<file path="config.mk">
export PLATFORM = sky130hd
export DESIGN_NAME = zynq_shell_top
export DESIGN_NICKNAME = d
export VERILOG_FILES = /design/src/shell_csr_pkg.sv /design/src/shell_addr_pkg.sv /design/src/shell_csr_bank.sv /design/src/tag_bit_fifo.sv /design/src/tag_bitbang.sv /design/src/dram_remap_profiler.sv /design/src/zynq_shell_top.sv
export VERILOG_INCLUDE_DIRS = /design/src /design/src/src
export SDC_FILE = /design/constraint.sdc
export NUM_CORES = 1
export LEC_CHECK = 0
export BUFFER_PORTS_ARGS = -buffer_cell sky130_fd_sc_hd__buf_2
export CORE_MARGIN = 10
export CORE_UTILIZATION = 45
export CTS_BUF_LIST = sky130_fd_sc_hd__clkbuf_4
export DETAILED_ROUTE_END_ITERATION = 12
export PLACE_DENSITY = 0.7
export SLEW_MARGIN = 20
export SYNTH_ARGS = -nofsm -noshare
export SYNTH_HDL_FRONTEND = slang
export SYNTH_HIERARCHICAL = 1
export SYNTH_SLANG_ARGS = --single-unit
</file>
<file path="constraint.sdc">
create_clock -name aclk -period 4.17 [get_ports aclk]
set_input_delay 0.834 -clock aclk [delete_from_list [all_inputs] [get_ports aclk]]
set_output_delay 0.834 -clock aclk [all_outputs]
set_load 0.005 [all_outputs]
</file>
<file path="src/zynq_shell_cfg.svh">
`ifndef ZYNQ_SHELL_CFG_SVH
`define ZYNQ_SHELL_CFG_SVH

// host register word width
`define SHELL_DATA_W 32

// DRAM address width on both sides of the remap
`define SHELL_ADDR_W 32

// number of host-written control registers
`define SHELL_NUM_CSR 4

// core DRAM base, xor-ed out before the host window base is added
`define SHELL_DRAM_XOR 32'h8000_0000

// one profiler bit per 8 MB region
`define SHELL_PROF_REGIONS 128

// default depth of the tag bit queue
`define SHELL_BB_DEPTH 4

`endif

</file>
<file path="src/shell_csr_pkg.sv">
`include "zynq_shell_cfg.svh"

package shell_csr_pkg;

   localparam int csr_index_w_lp = $clog2(`SHELL_NUM_CSR);

   ////////////////////////////////////////
   // host register map
   ////////////////////////////////////////

   // CSR_RESETN is the low-true system reset
   // CSR_DRAM_BASE holds the host-allocated DRAM window base
   typedef enum logic [csr_index_w_lp-1:0] {
      CSR_RESETN    = 0,
      CSR_BITBANG   = 1,
      CSR_DRAM_INIT = 2,
      CSR_DRAM_BASE = 3
   } csr_index_e;

endpackage

</file>
<file path="src/shell_addr_pkg.sv">
`include "zynq_shell_cfg.svh"

package shell_addr_pkg;

   localparam int region_w_lp = $clog2(`SHELL_PROF_REGIONS);
   localparam int offset_w_lp = `SHELL_ADDR_W - 2 - region_w_lp;

   // index of one 8 MB region in the memory-use map
   typedef logic [region_w_lp-1:0] prof_region_t;

   // profiler view of a core DRAM address
   // region sits at bits 29 to 23
   typedef struct packed {
      logic [1:0]             high;
      prof_region_t           region;
      logic [offset_w_lp-1:0] offset;
   } core_addr_fields_s;

   // read as raw by the remap and as fields by the profiler
   typedef union packed {
      logic [`SHELL_ADDR_W-1:0] raw;
      core_addr_fields_s        fields;
   } core_addr_u;

endpackage

</file>
<file path="src/shell_csr_bank.sv">
`timescale 1ns/1ns

`include "zynq_shell_cfg.svh"

module shell_csr_bank
   import shell_csr_pkg::*;
   (input  logic                     aclk
   , input  logic                     reset_i

   // host write strobe
   , input  logic                     csr_we_i
   , input  csr_index_e               csr_addr_i
   , input  logic [`SHELL_DATA_W-1:0] csr_wdata_i

   // decoded controls
   , output logic                     sys_resetn_o
   , output logic                     dram_init_o
   , output logic [`SHELL_ADDR_W-1:0] dram_base_o

   // one pulse per bit-bang write
   , output logic                     bb_v_o
   , output logic                     bb_bit_o
   );

   logic [`SHELL_DATA_W-1:0] csr_r [`SHELL_NUM_CSR];
   logic                     bb_v_r;

   ////////////////////////////////////////
   // register file
   ////////////////////////////////////////

   // all registers clear so the system sits in reset afterwards
   always_ff @(posedge aclk) begin
      if (reset_i) begin
         for (int i = 0; i < `SHELL_NUM_CSR; i++) begin
            csr_r[i] <= '0;
         end
      end else if (csr_we_i) begin
         csr_r[csr_addr_i] <= csr_wdata_i;
      end
   end

   // new-data flag for the bit-bang register
   // high for the one cycle after each write
   always_ff @(posedge aclk) begin
      if (reset_i) begin
         bb_v_r <= 1'b0;
      end else begin
         bb_v_r <= csr_we_i && (csr_addr_i == CSR_BITBANG);
      end
   end

   ////////////////////////////////////////
   // outputs
   ////////////////////////////////////////

   // sys_resetn is active low
   assign sys_resetn_o = csr_r[CSR_RESETN][0];
   assign dram_init_o  = csr_r[CSR_DRAM_INIT][0];
   assign dram_base_o  = csr_r[CSR_DRAM_BASE][`SHELL_ADDR_W-1:0];

   // the bit rides in the register itself, valid alongside the pulse
   assign bb_v_o   = bb_v_r;
   assign bb_bit_o = csr_r[CSR_BITBANG][0];

endmodule

</file>
<file path="src/tag_bit_fifo.sv">
`timescale 1ns/1ns

`include "zynq_shell_cfg.svh"

module tag_bit_fifo
   #(parameter int depth_p = `SHELL_BB_DEPTH)
   (input  logic aclk
   , input  logic reset_i

   // plain strobe from the register bank, no ready
   , input  logic bb_v_i
   , input  logic bb_bit_i

   // valid/ready_and toward the serializer
   , output logic v_o
   , output logic bit_o
   , input  logic ready_and_i
   );

   localparam int ptr_w_lp = $clog2(depth_p);
   localparam int cnt_w_lp = $clog2(depth_p + 1);

   logic [depth_p-1:0]  mem_r;
   logic [ptr_w_lp-1:0] rd_ptr_r;
   logic [ptr_w_lp-1:0] wr_ptr_r;
   logic [cnt_w_lp-1:0] count_r;
   logic                full;
   logic                push;
   logic                pop;

   // pointers wrap at depth_p so any depth works
   function automatic logic [ptr_w_lp-1:0] ptr_next(input logic [ptr_w_lp-1:0] ptr);
      return (ptr == ptr_w_lp'(depth_p - 1)) ? '0 : ptr + 1'b1;
   endfunction

   assign full = (count_r == cnt_w_lp'(depth_p));
   assign pop  = v_o && ready_and_i;
   // a full queue still takes a bit when the head leaves the same cycle
   assign push = bb_v_i && (!full || pop);

   assign v_o   = (count_r != '0);
   assign bit_o = mem_r[rd_ptr_r];

   always_ff @(posedge aclk) begin
      if (push) begin
         mem_r[wr_ptr_r] <= bb_bit_i;
      end
   end

   always_ff @(posedge aclk) begin
      if (reset_i) begin
         rd_ptr_r <= '0;
         wr_ptr_r <= '0;
         count_r  <= '0;
      end else begin
         if (push) begin
            wr_ptr_r <= ptr_next(wr_ptr_r);
         end
         if (pop) begin
            rd_ptr_r <= ptr_next(rd_ptr_r);
         end
         if (push && !pop) begin
            count_r <= count_r + 1'b1;
         end else if (pop && !push) begin
            count_r <= count_r - 1'b1;
         end
      end
   end

   // a strobe into a full queue loses a tag bit
   assert property (@(posedge aclk) disable iff (reset_i) bb_v_i |-> (!full || pop))
      else $error("tag_bit_fifo: bitbang bit drop occurred");

   // equal pointers only when empty or full, so v_o never offers an unwritten slot
   assert property (@(posedge aclk) disable iff (reset_i)
                    (rd_ptr_r == wr_ptr_r) == ((count_r == '0) || full))
      else $error("tag_bit_fifo: pop from empty queue, count out of step with pointers");

endmodule

</file>
<file path="src/tag_bitbang.sv">
`timescale 1ns/1ns

module tag_bitbang
   (input  logic aclk
   , input  logic reset_i

   // bits from the queue
   , input  logic v_i
   , input  logic bit_i
   , output logic ready_and_o

   // serial tag pins
   , output logic tag_clk_o
   , output logic tag_data_o
   );

   logic busy_r;
   logic tag_clk_r;
   logic tag_data_r;
   logic accept;

   // next bit loads while idle or during the clock-high phase
   // so bits stream back to back
   assign ready_and_o = !busy_r || tag_clk_r;
   assign accept      = v_i && ready_and_o;

   ////////////////////////////////////////
   // two-phase serializer
   ////////////////////////////////////////

   // phase one puts the bit out with the clock low
   // phase two raises the clock for a single cycle
   always_ff @(posedge aclk) begin
      if (reset_i) begin
         busy_r     <= 1'b0;
         tag_clk_r  <= 1'b0;
         tag_data_r <= 1'b0;
      end else if (accept) begin
         busy_r     <= 1'b1;
         tag_clk_r  <= 1'b0;
         tag_data_r <= bit_i;
      end else if (busy_r && !tag_clk_r) begin
         tag_clk_r <= 1'b1;
      end else begin
         busy_r    <= 1'b0;
         tag_clk_r <= 1'b0;
      end
   end

   assign tag_clk_o  = tag_clk_r;
   assign tag_data_o = tag_data_r;

   // receiver samples on the rising clock, data was set up a cycle earlier
   assert property (@(posedge aclk) disable iff (reset_i) tag_clk_o |-> $stable(tag_data_o))
      else $error("tag_bitbang: tag_data changed while tag_clk high");

endmodule

</file>
<file path="src/dram_remap_profiler.sv">
`timescale 1ns/1ns

`include "zynq_shell_cfg.svh"

module dram_remap_profiler
   import shell_addr_pkg::*;
   (input  logic                     aclk
   , input  logic                     reset_i
   , input  logic                     sys_resetn_i

   // host DRAM window base
   , input  logic [`SHELL_ADDR_W-1:0] dram_base_i

   // core DRAM address channels, valids taken as levels
   , input  logic                     core_awvalid_i
   , input  core_addr_u               core_awaddr_i
   , input  logic                     core_arvalid_i
   , input  core_addr_u               core_araddr_i

   // profiler readback select, one 32-bit word each
   , input  logic [1:0]               prof_sel_i

   , output logic [`SHELL_ADDR_W-1:0] m00_awaddr_o
   , output logic [`SHELL_ADDR_W-1:0] m00_araddr_o
   , output logic [`SHELL_DATA_W-1:0] prof_word_o
   );

   logic [`SHELL_PROF_REGIONS-1:0] prof_r;
   logic                           prof_reset;

   ////////////////////////////////////////
   // DRAM remap
   ////////////////////////////////////////

   // strip the core DRAM base, then shift into the host window
   assign m00_awaddr_o = (core_awaddr_i.raw ^ `SHELL_DRAM_XOR) + dram_base_i;
   assign m00_araddr_o = (core_araddr_i.raw ^ `SHELL_DRAM_XOR) + dram_base_i;

   ////////////////////////////////////////
   // memory-use profiler
   ////////////////////////////////////////

   // map clears with the system reset as well
   assign prof_reset = reset_i || !sys_resetn_i;

   // one sticky bit per touched region
   always_ff @(posedge aclk) begin
      if (prof_reset) begin
         prof_r <= '0;
      end else begin
         if (core_awvalid_i) begin
            prof_r[core_awaddr_i.fields.region] <= 1'b1;
         end
         if (core_arvalid_i) begin
            prof_r[core_araddr_i.fields.region] <= 1'b1;
         end
      end
   end

   assign prof_word_o = prof_r[prof_sel_i * `SHELL_DATA_W +: `SHELL_DATA_W];

endmodule

</file>
<file path="src/zynq_shell_top.sv">
`timescale 1ns/1ns

`include "zynq_shell_cfg.svh"

module zynq_shell_top
   import shell_csr_pkg::*;
   import shell_addr_pkg::*;
   (input  logic                     aclk
   , input  logic                     reset_i

   // host register writes
   , input  logic                     csr_we_i
   , input  csr_index_e               csr_addr_i
   , input  logic [`SHELL_DATA_W-1:0] csr_wdata_i

   // core DRAM address channels
   , input  logic                     core_awvalid_i
   , input  core_addr_u               core_awaddr_i
   , input  logic                     core_arvalid_i
   , input  core_addr_u               core_araddr_i

   , input  logic [1:0]               prof_sel_i

   , output logic                     sys_resetn_o
   , output logic                     dram_init_o

   , output logic                     tag_clk_o
   , output logic                     tag_data_o

   , output logic [`SHELL_ADDR_W-1:0] m00_awaddr_o
   , output logic [`SHELL_ADDR_W-1:0] m00_araddr_o
   , output logic [`SHELL_DATA_W-1:0] prof_word_o
   );

   logic [`SHELL_ADDR_W-1:0] dram_base;
   logic                     bb_v;
   logic                     bb_bit;
   logic                     q_v;
   logic                     q_bit;
   logic                     q_ready;

   ////////////////////////////////////////
   // control registers
   ////////////////////////////////////////

   shell_csr_bank csr_bank
      (.aclk         (aclk)
      ,.reset_i      (reset_i)
      ,.csr_we_i     (csr_we_i)
      ,.csr_addr_i   (csr_addr_i)
      ,.csr_wdata_i  (csr_wdata_i)
      ,.sys_resetn_o (sys_resetn_o)
      ,.dram_init_o  (dram_init_o)
      ,.dram_base_o  (dram_base)
      ,.bb_v_o       (bb_v)
      ,.bb_bit_o     (bb_bit)
      );

   ////////////////////////////////////////
   // tag bit-bang path
   ////////////////////////////////////////

   tag_bit_fifo #(.depth_p(`SHELL_BB_DEPTH)) bit_fifo
      (.aclk        (aclk)
      ,.reset_i     (reset_i)
      ,.bb_v_i      (bb_v)
      ,.bb_bit_i    (bb_bit)
      ,.v_o         (q_v)
      ,.bit_o       (q_bit)
      ,.ready_and_i (q_ready)
      );

   tag_bitbang bitbang
      (.aclk        (aclk)
      ,.reset_i     (reset_i)
      ,.v_i         (q_v)
      ,.bit_i       (q_bit)
      ,.ready_and_o (q_ready)
      ,.tag_clk_o   (tag_clk_o)
      ,.tag_data_o  (tag_data_o)
      );

   // DRAM window remap and memory-use map
   dram_remap_profiler remap_prof
      (.aclk           (aclk)
      ,.reset_i        (reset_i)
      ,.sys_resetn_i   (sys_resetn_o)
      ,.dram_base_i    (dram_base)
      ,.core_awvalid_i (core_awvalid_i)
      ,.core_awaddr_i  (core_awaddr_i)
      ,.core_arvalid_i (core_arvalid_i)
      ,.core_araddr_i  (core_araddr_i)
      ,.prof_sel_i     (prof_sel_i)
      ,.m00_awaddr_o   (m00_awaddr_o)
      ,.m00_araddr_o   (m00_araddr_o)
      ,.prof_word_o    (prof_word_o)
      );

endmodule

</file>
==> results of run 1 <==
==> worst min-delay path: cells and delay by family (launching register included) <==
| kind | cells | cell delay, ps |
|---|---|---|
| DFF | 1 | 360 |
| and+or+nand+nor | 2 | 120 |
==> Yosys cell counts (20+ instances only) <==
library cell | count | share of area (%)
nor2_1 | 281 | 9.6
nand3_1 | 39 | 1.8
o22ai_1 | 121 | 6.9
dfxtp_1 | 139 | 25
xor2_1 | 20 | 1.6
nand2_1 | 61 | 2.1
a21oi_1 | 75 | 3.4
o21ai_0 | 26 | 1.2
a21o_1 | 32 | 2.2
xnor2_1 | 41 | 3.3
ha_1 | 68 | 7.7
edfxtp_1 | 39 | 11
and2_2 | 20 | 1.4
inv_1 | 33 | 1.1
mux4_2 | 33 | 6.8
clkbuf_1 | 50 | 1.7
==> logic make-up (layout without fill, tap and decap cells) <==
logic type,after synthesis,after routing,share of synthesized area (%)
other cells,0,8,0
mux,35,35,6.948
flops,178,178,35.99
buf+inv,91,320,3.314
compound gates,340,340,20.33
simple gates,491,491,20.26
fa+ha+maj,71,71,8.292
xor+xnor,61,61,4.863
==> layout make-up <==
type                       instances  area (um^2)
timing repair buffer             255         1416
sequential                       178         3954
antenna                            8        20.02
tap                              324        405.4
multi-input combinational        998         6969
clock inverter                    15        227.7
clock buffer                      17        127.6
inverter                          33        123.9
fill                            2235        10930
==> what timing repair did <==
action / CTS / global route
pin swaps: 28 / 14
endpoints found under the setup margin: 27 / 29
buffers inserted: 12 / 6
gates resized for setup: 30 / 31
==> report_power, final <==
group          total [mW]  switching (mW)  internal (mW)
combinational        1.57           0.874          0.700
sequential           1.89          0.0602           1.83
clock                1.13           0.765          0.365
total                4.59            1.70           2.89
==> sequential cells by signal, indices dropped and copies added, names as in the netlist, 2 cells and up <==
signal             flops
csr_bank/csr_r        35
remap_prof/prof_r    128
bit_fifo/wr_ptr_r      2
bit_fifo/count_r       3
bit_fifo/rd_ptr_r      2
bit_fifo/mem_r         4
==> layer usage <==
metal | vias up | share of wire, % | global-route usage (%)
met5 | - | 0 | 0
met2 | 503 | 47 | 36.22
met3 | 52 | 8.3 | 4.464
li1 | 5076 | - | -
met4 | 0 | 2.9 | 8.301
met1 | 5154 | 42 | 28.69
==> worst paths after layout <==
path	start	endpoint	cells past startpoint
worst max-delay path	csr_bank/csr_r[3][0]	m00_awaddr_o[30]	11
worst min register to register	remap_prof/prof_r[34]	remap_prof/prof_r[34]	2
worst max register to register	bit_fifo/count_r[0]	bit_fifo/count_r[2]	7
worst min-delay path	remap_prof/prof_r[34]	remap_prof/prof_r[34]	2
==> metrics by stage <==
stage | cells | power [mW] | utilization [%] | area, um^2
floorplan | 1267 | 2.804 | - | 10990
global placement | 1774 | 3.354 | 51.58 | 12470
detailed placement | 1774 | 3.374 | 51.58 | 12470
CTS | 1817 | 4.567 | 53.99 | 13050
global route | 1827 | 4.841 | 54.77 | 13240
finish | 1828 | 4.593 | 54.78 | 13240
==> impl_metrics.toml, run 1 <==
[clock_network]
htreeDepth = 4
cts_made_buffers = 17
clock_latency_ps = 590
clockBufferDepth = 2
cts_tree = "built"
path_clk_slew_ps = 160
ctsHoldBuffers = 0
cts_root_buf = "clkbuf_4"
numClockSinks = 178

[die]
ios = 205
start_util_pct = 45.44
dieWidth_um = 176.2
design.core.area_um2 = 24180
fp.dieH_um = 176.2
rows = 57
die_area_um2 = 31060

[detailed_routing]
drc = 0
vias_per_cell = 5.900
final_antenna_net_count = 0
routed_wl_mm = 36.50
dr_total_vias = 10785
detail_route.wl_per_cell_um = 19.97
drt_first_pass_iters = 5
drt_iter0_drc = 1171

[synth]
synth_nets = 1443
ys_types = 70
yosysWarnings = 6
synth_edf_count = 39
ys.flop_type = "dfxtp_1"
async_flop_share_pct = 0
postSynthAreaPerCell_um2 = 8.671
synthCells = 1267
synth_seq_area_share_pct = 35.99
ys_ff_latch = 178
netlist_area_um2 = 10990

[critical_path]
cp_data_required_time_ps = 3340
cp-end-kind = "output pin"
cpMaxStageDelayCell = "edfxtp_1"
critPathTopFamily = "compound AO/OA/AOI/OAI gates"
path_buf_inv = 1
critPathKind = "register to output pin"
crit_fanout = 4
cp.arrival_ps = 3430
rrSetupSlack_ps = 1820
startpoint_type = "register"
slowest_delay_ps = 480
path_common_cell = "a21o_1"
path_cells = "ha_2 > fa_2 > a21o_1 > a21oi_2 > o211ai_1 > a41o_1 > a21o_1 > a41oi_4 > o31ai_2 > xor2_1 > buf_2"

[status]
violations = "negative setup slack"
status = "finished with violations"

[sta]
final_max_slew_viol_count = 0
slew_headroom_pct = 35.58
layout_setup_ws_ps = -98.97
skew_ps = 29.33
rsz0062_at_grt = "true"
holdWs_ps = 490.1
tns_ps = -353.2
finalSetupViolCount = 5
hold_viol = 0
fin_crit_sh_pct = 102.4
tightest_slew_ps = 966.4
fmax_mhz = 234.2
fin_crit_ps = 4269

[place]
port-buffer-count = 204
gp_congestion = 0.9288
dp_hpwl_mm = 26.44
pre_cts_slack_ps = -253.5

[global_route]
grt_max_degree = 77
grt_pass1_vias = 10311
antenna_found_initial = 8
grt_usage_pct = 22.28
grt_pass1_wl_mm = 55.91
overflow = 0

[power]
p_leak_nw = 5.356
peakVddDrop_mv = 0.1582
power_density_nw_per_um2 = 346.8

[layout]
layout-drive-gt1-share_pct = 27.54
mostFrequentLayoutCells = "nor2_1 (280), buf_2 (204), dfxtp_1 (139)"
nNetsFinal = 1659
areaGrowthSynthToFinish_pct = 20.56
final_common_cell = "nor2_1"

[flow_run]
cap_violations = 0

[hold_path]
hold_path.class = "register to register"
No activity file was read; power rests on OpenSTA's default activity.
==> inputs of run 2 (changes only) <==
Settings changed: ABC_AREA from default to 1, HOLD_SLACK_MARGIN from default to 0.15, PLACE_DENSITY 0.7 to 0.78.
==> impl_metrics.toml, run 2 <==
[synth]
synth_seq_area_share_pct = 30.65
netlist_area_um2 = 12900
postSynthAreaPerCell_um2 = 6.228
synth_edf_count = 39
synthTopCellsByArea = "dfxtp_1 (22%), nand2_1 (16%), inv_1 (13%), edfxtp_1 (9.1%), o21ai_0 (7.1%)"
synthCells = 2071
ys_types = 35
async_flop_share_pct = 0
ys.flop_type = "dfxtp_1"
synthTopCellsByCount = "nand2_1 (551), inv_1 (450), nor2_1 (203)"
synth_nets = 2247
yosysTopAreaCell = "dfxtp_1"
synth_top_area_share_pct = 21.57
synth_most_common_cell = "nand2_1"
yosysWarnings = 6
ys_ff_latch = 178

[clock_network]
cts_tree = "built"
clockBufferDepth = 2
cts_made_buffers = 17
cts_root_buf = "clkbuf_4"
path_clk_slew_ps = 170
clock_latency_ps = 620
cts_setup_buffers = 0
htreeDepth = 4
numClockSinks = 178
post_cts_resized = 0
ctsHoldBuffers = 0

[status]
status = "finished, final reports clean"

[layout]
largest_register_ffs = 128
final_common_cell = "nand2_1"
fill_cells = 2887
mostFrequentLayoutCells = "nand2_1 (551), inv_1 (450), buf_2 (204)"
nNetsFinal = 2427
layout-drive-gt1-share_pct = 12.81
areaGrowthSynthToFinish_pct = 12.93
fin_cells = 2645
top_register = "remap_prof/prof_r"
reg_top3 = "remap_prof/prof_r: 128 flops, csr_bank/csr_r: 35 flops, bit_fifo/mem_r: 4 flops"

[sta]
fmax_mhz = 267.1
fin_crit_sh_pct = 89.79
slew_headroom_pct = 39.58
skew_ps = 31.05
rsz0062_at_grt = "false"
tightest_slew_ps = 903.8
fin_crit_ps = 3744
finalSetupViolCount = 0
tns_ps = 0
hold_viol = 0
final_max_slew_viol_count = 0

[hold_path]
hp-start = "remap_prof/prof_r[47]"
hold_path.class = "register to register"

[critical_path]
cp_data_required_time_ps = 3340
critPathKind = "register to output pin"
cp-endpoint = "m00_araddr_o[20]"
cp.arrival_ps = 2910
crit_start = "csr_bank/csr_r[3][0]"
crit_fanout = 4
cp.depth = 13
reg2reg_to = "bit_fifo/count_r[2]"
cpMaxStageDelayCell = "edfxtp_1"
path_common_cell = "nand2_1"
rrSetupSlack_ps = 2280
rr_worst_depth = 13
slowest_delay_ps = 550
cp-end-kind = "output pin"
path_buf_inv = 1
r2r_start = "bit_fifo/count_r[0]"
critPathTopFamily = "simple AND/OR/NAND/NOR gates"
path_cells = "ha_1 > fa_1 > nand3_1 > nand3_1 > nand2_1 > nand2_1 > nand2_1 > nand2_1 > nand2_1 > nand2_1 > nand2_1 > nand2_1 > buf_2"
startpoint_type = "register"

[global_route]
antenna_found_initial = 3
grt_max_degree = 83
overflow = 0
grt_usage_pct = 24.54
grt_pass1_vias = 13005
grt_pass1_wl_mm = 70.27

[detailed_routing]
detail_route.wl_per_cell_um = 17.30
drt_iter0_drc = 1303
drc = 0
dr_total_vias = 13839
drt_first_pass_iters = 7
routed_wl_mm = 45.77
final_antenna_net_count = 0
vias_per_cell = 5.232

[die]
design.core.area_um2 = 28010
ios = 205
start_util_pct = 46.05
die_area_um2 = 35840
dieWidth_um = 189.3
rows = 61
fp.dieH_um = 189.3

[power]
peakVddDrop_mv = 0.2121
p_leak_nw = 8.645
power_density_nw_per_um2 = 319.1

[place]
placedCellCount = 2610
port-buffer-count = 204
gp_congestion = 0.9808
dp_hpwl_mm = 35.50

[flow_run]
cap_violations = 0
## run 2: cell type report
type / count / area (um^2) / share of cell area [%]
multi-input combinational: 1389 / 6999 / 48.05
clock inverter: 15 / 215.2 / 1.477
tap: 378 / 473.0 / 3.247
timing repair buffer: 211 / 1086 / 7.456
antenna: 3 / 7.507 / 0.05154
clock buffer: 17 / 127.6 / 0.8761
inverter: 454 / 1704 / 11.70
sequential: 178 / 3954 / 27.14
## run 2: worst register-to-register path, delay by kind of cell (launching register included)
family,cells,cell delay (ps)
flops,1,480
simple gates,8,570
fa+ha+maj,2,560
buf+inv,3,200
## run 2: where the power goes
part	internal (mW)	leakage (nW)	total, mW	switching [mW]
Clock	0.316	0.177	1.12	0.801
Sequential	1.83	1.50	1.90	0.0717
Combinational	0.578	6.97	1.63	1.05
Total	2.72	8.65	4.65	1.92
## run 2: through the flow
stage | instance area [um^2] | power, mW | setup slack (ps) | util (%) | hold slack (ps)
after global routing | 14560 | 4.944 | 193.0 | 51.99 | 499.0
after CTS | 14560 | 4.665 | 431.2 | 51.98 | 490.1
after floorplan | 12900 | 2.929 | 1155 | - | 426.2
final | 14570 | 4.648 | 425.8 | 52.00 | 494.3
after detailed placement | 14220 | 3.551 | 713.8 | 50.75 | 446.3
after global placement | 14220 | 3.530 | 716.9 | 50.75 | 444.2
## run 2: layer usage
metal | wire (um) | vias up | share of wire (%) | track usage, %
met3 | 4084 | 108 | 8.9 | 4.686
met4 | 1929 | 0 | 4.2 | 11.29
li1 | - | 6890 | - | -
met2 | 21140 | 672 | 46 | 41.72
met1 | 18610 | 6169 | 41 | 29.32
met5 | 0 | - | 0 | 0
## run 2: worst min-delay path by stage
stage                                  endpoint  slack [ps]  depth (start not counted)
after detailed placement  remap_prof/prof_r[83]         450                          2
after global routing      csr_bank/csr_r[3][20]         500                          3
after global placement    remap_prof/prof_r[78]         440                          2
after floorplan           remap_prof/prof_r[34]         430                          2
final                     remap_prof/prof_r[47]         490                          2
after CTS                 csr_bank/csr_r[3][20]         490                          3
## run 2: logic make-up after synthesis
logic type	share of synthesized area (%)
adder cells (fa/ha/maj)	7.062
AND/OR/NAND/NOR	27.80
XOR/XNOR	2.241
flip-flops	30.65
buffers and inverters	15.14
AO/OA/AOI/OAI	17.10
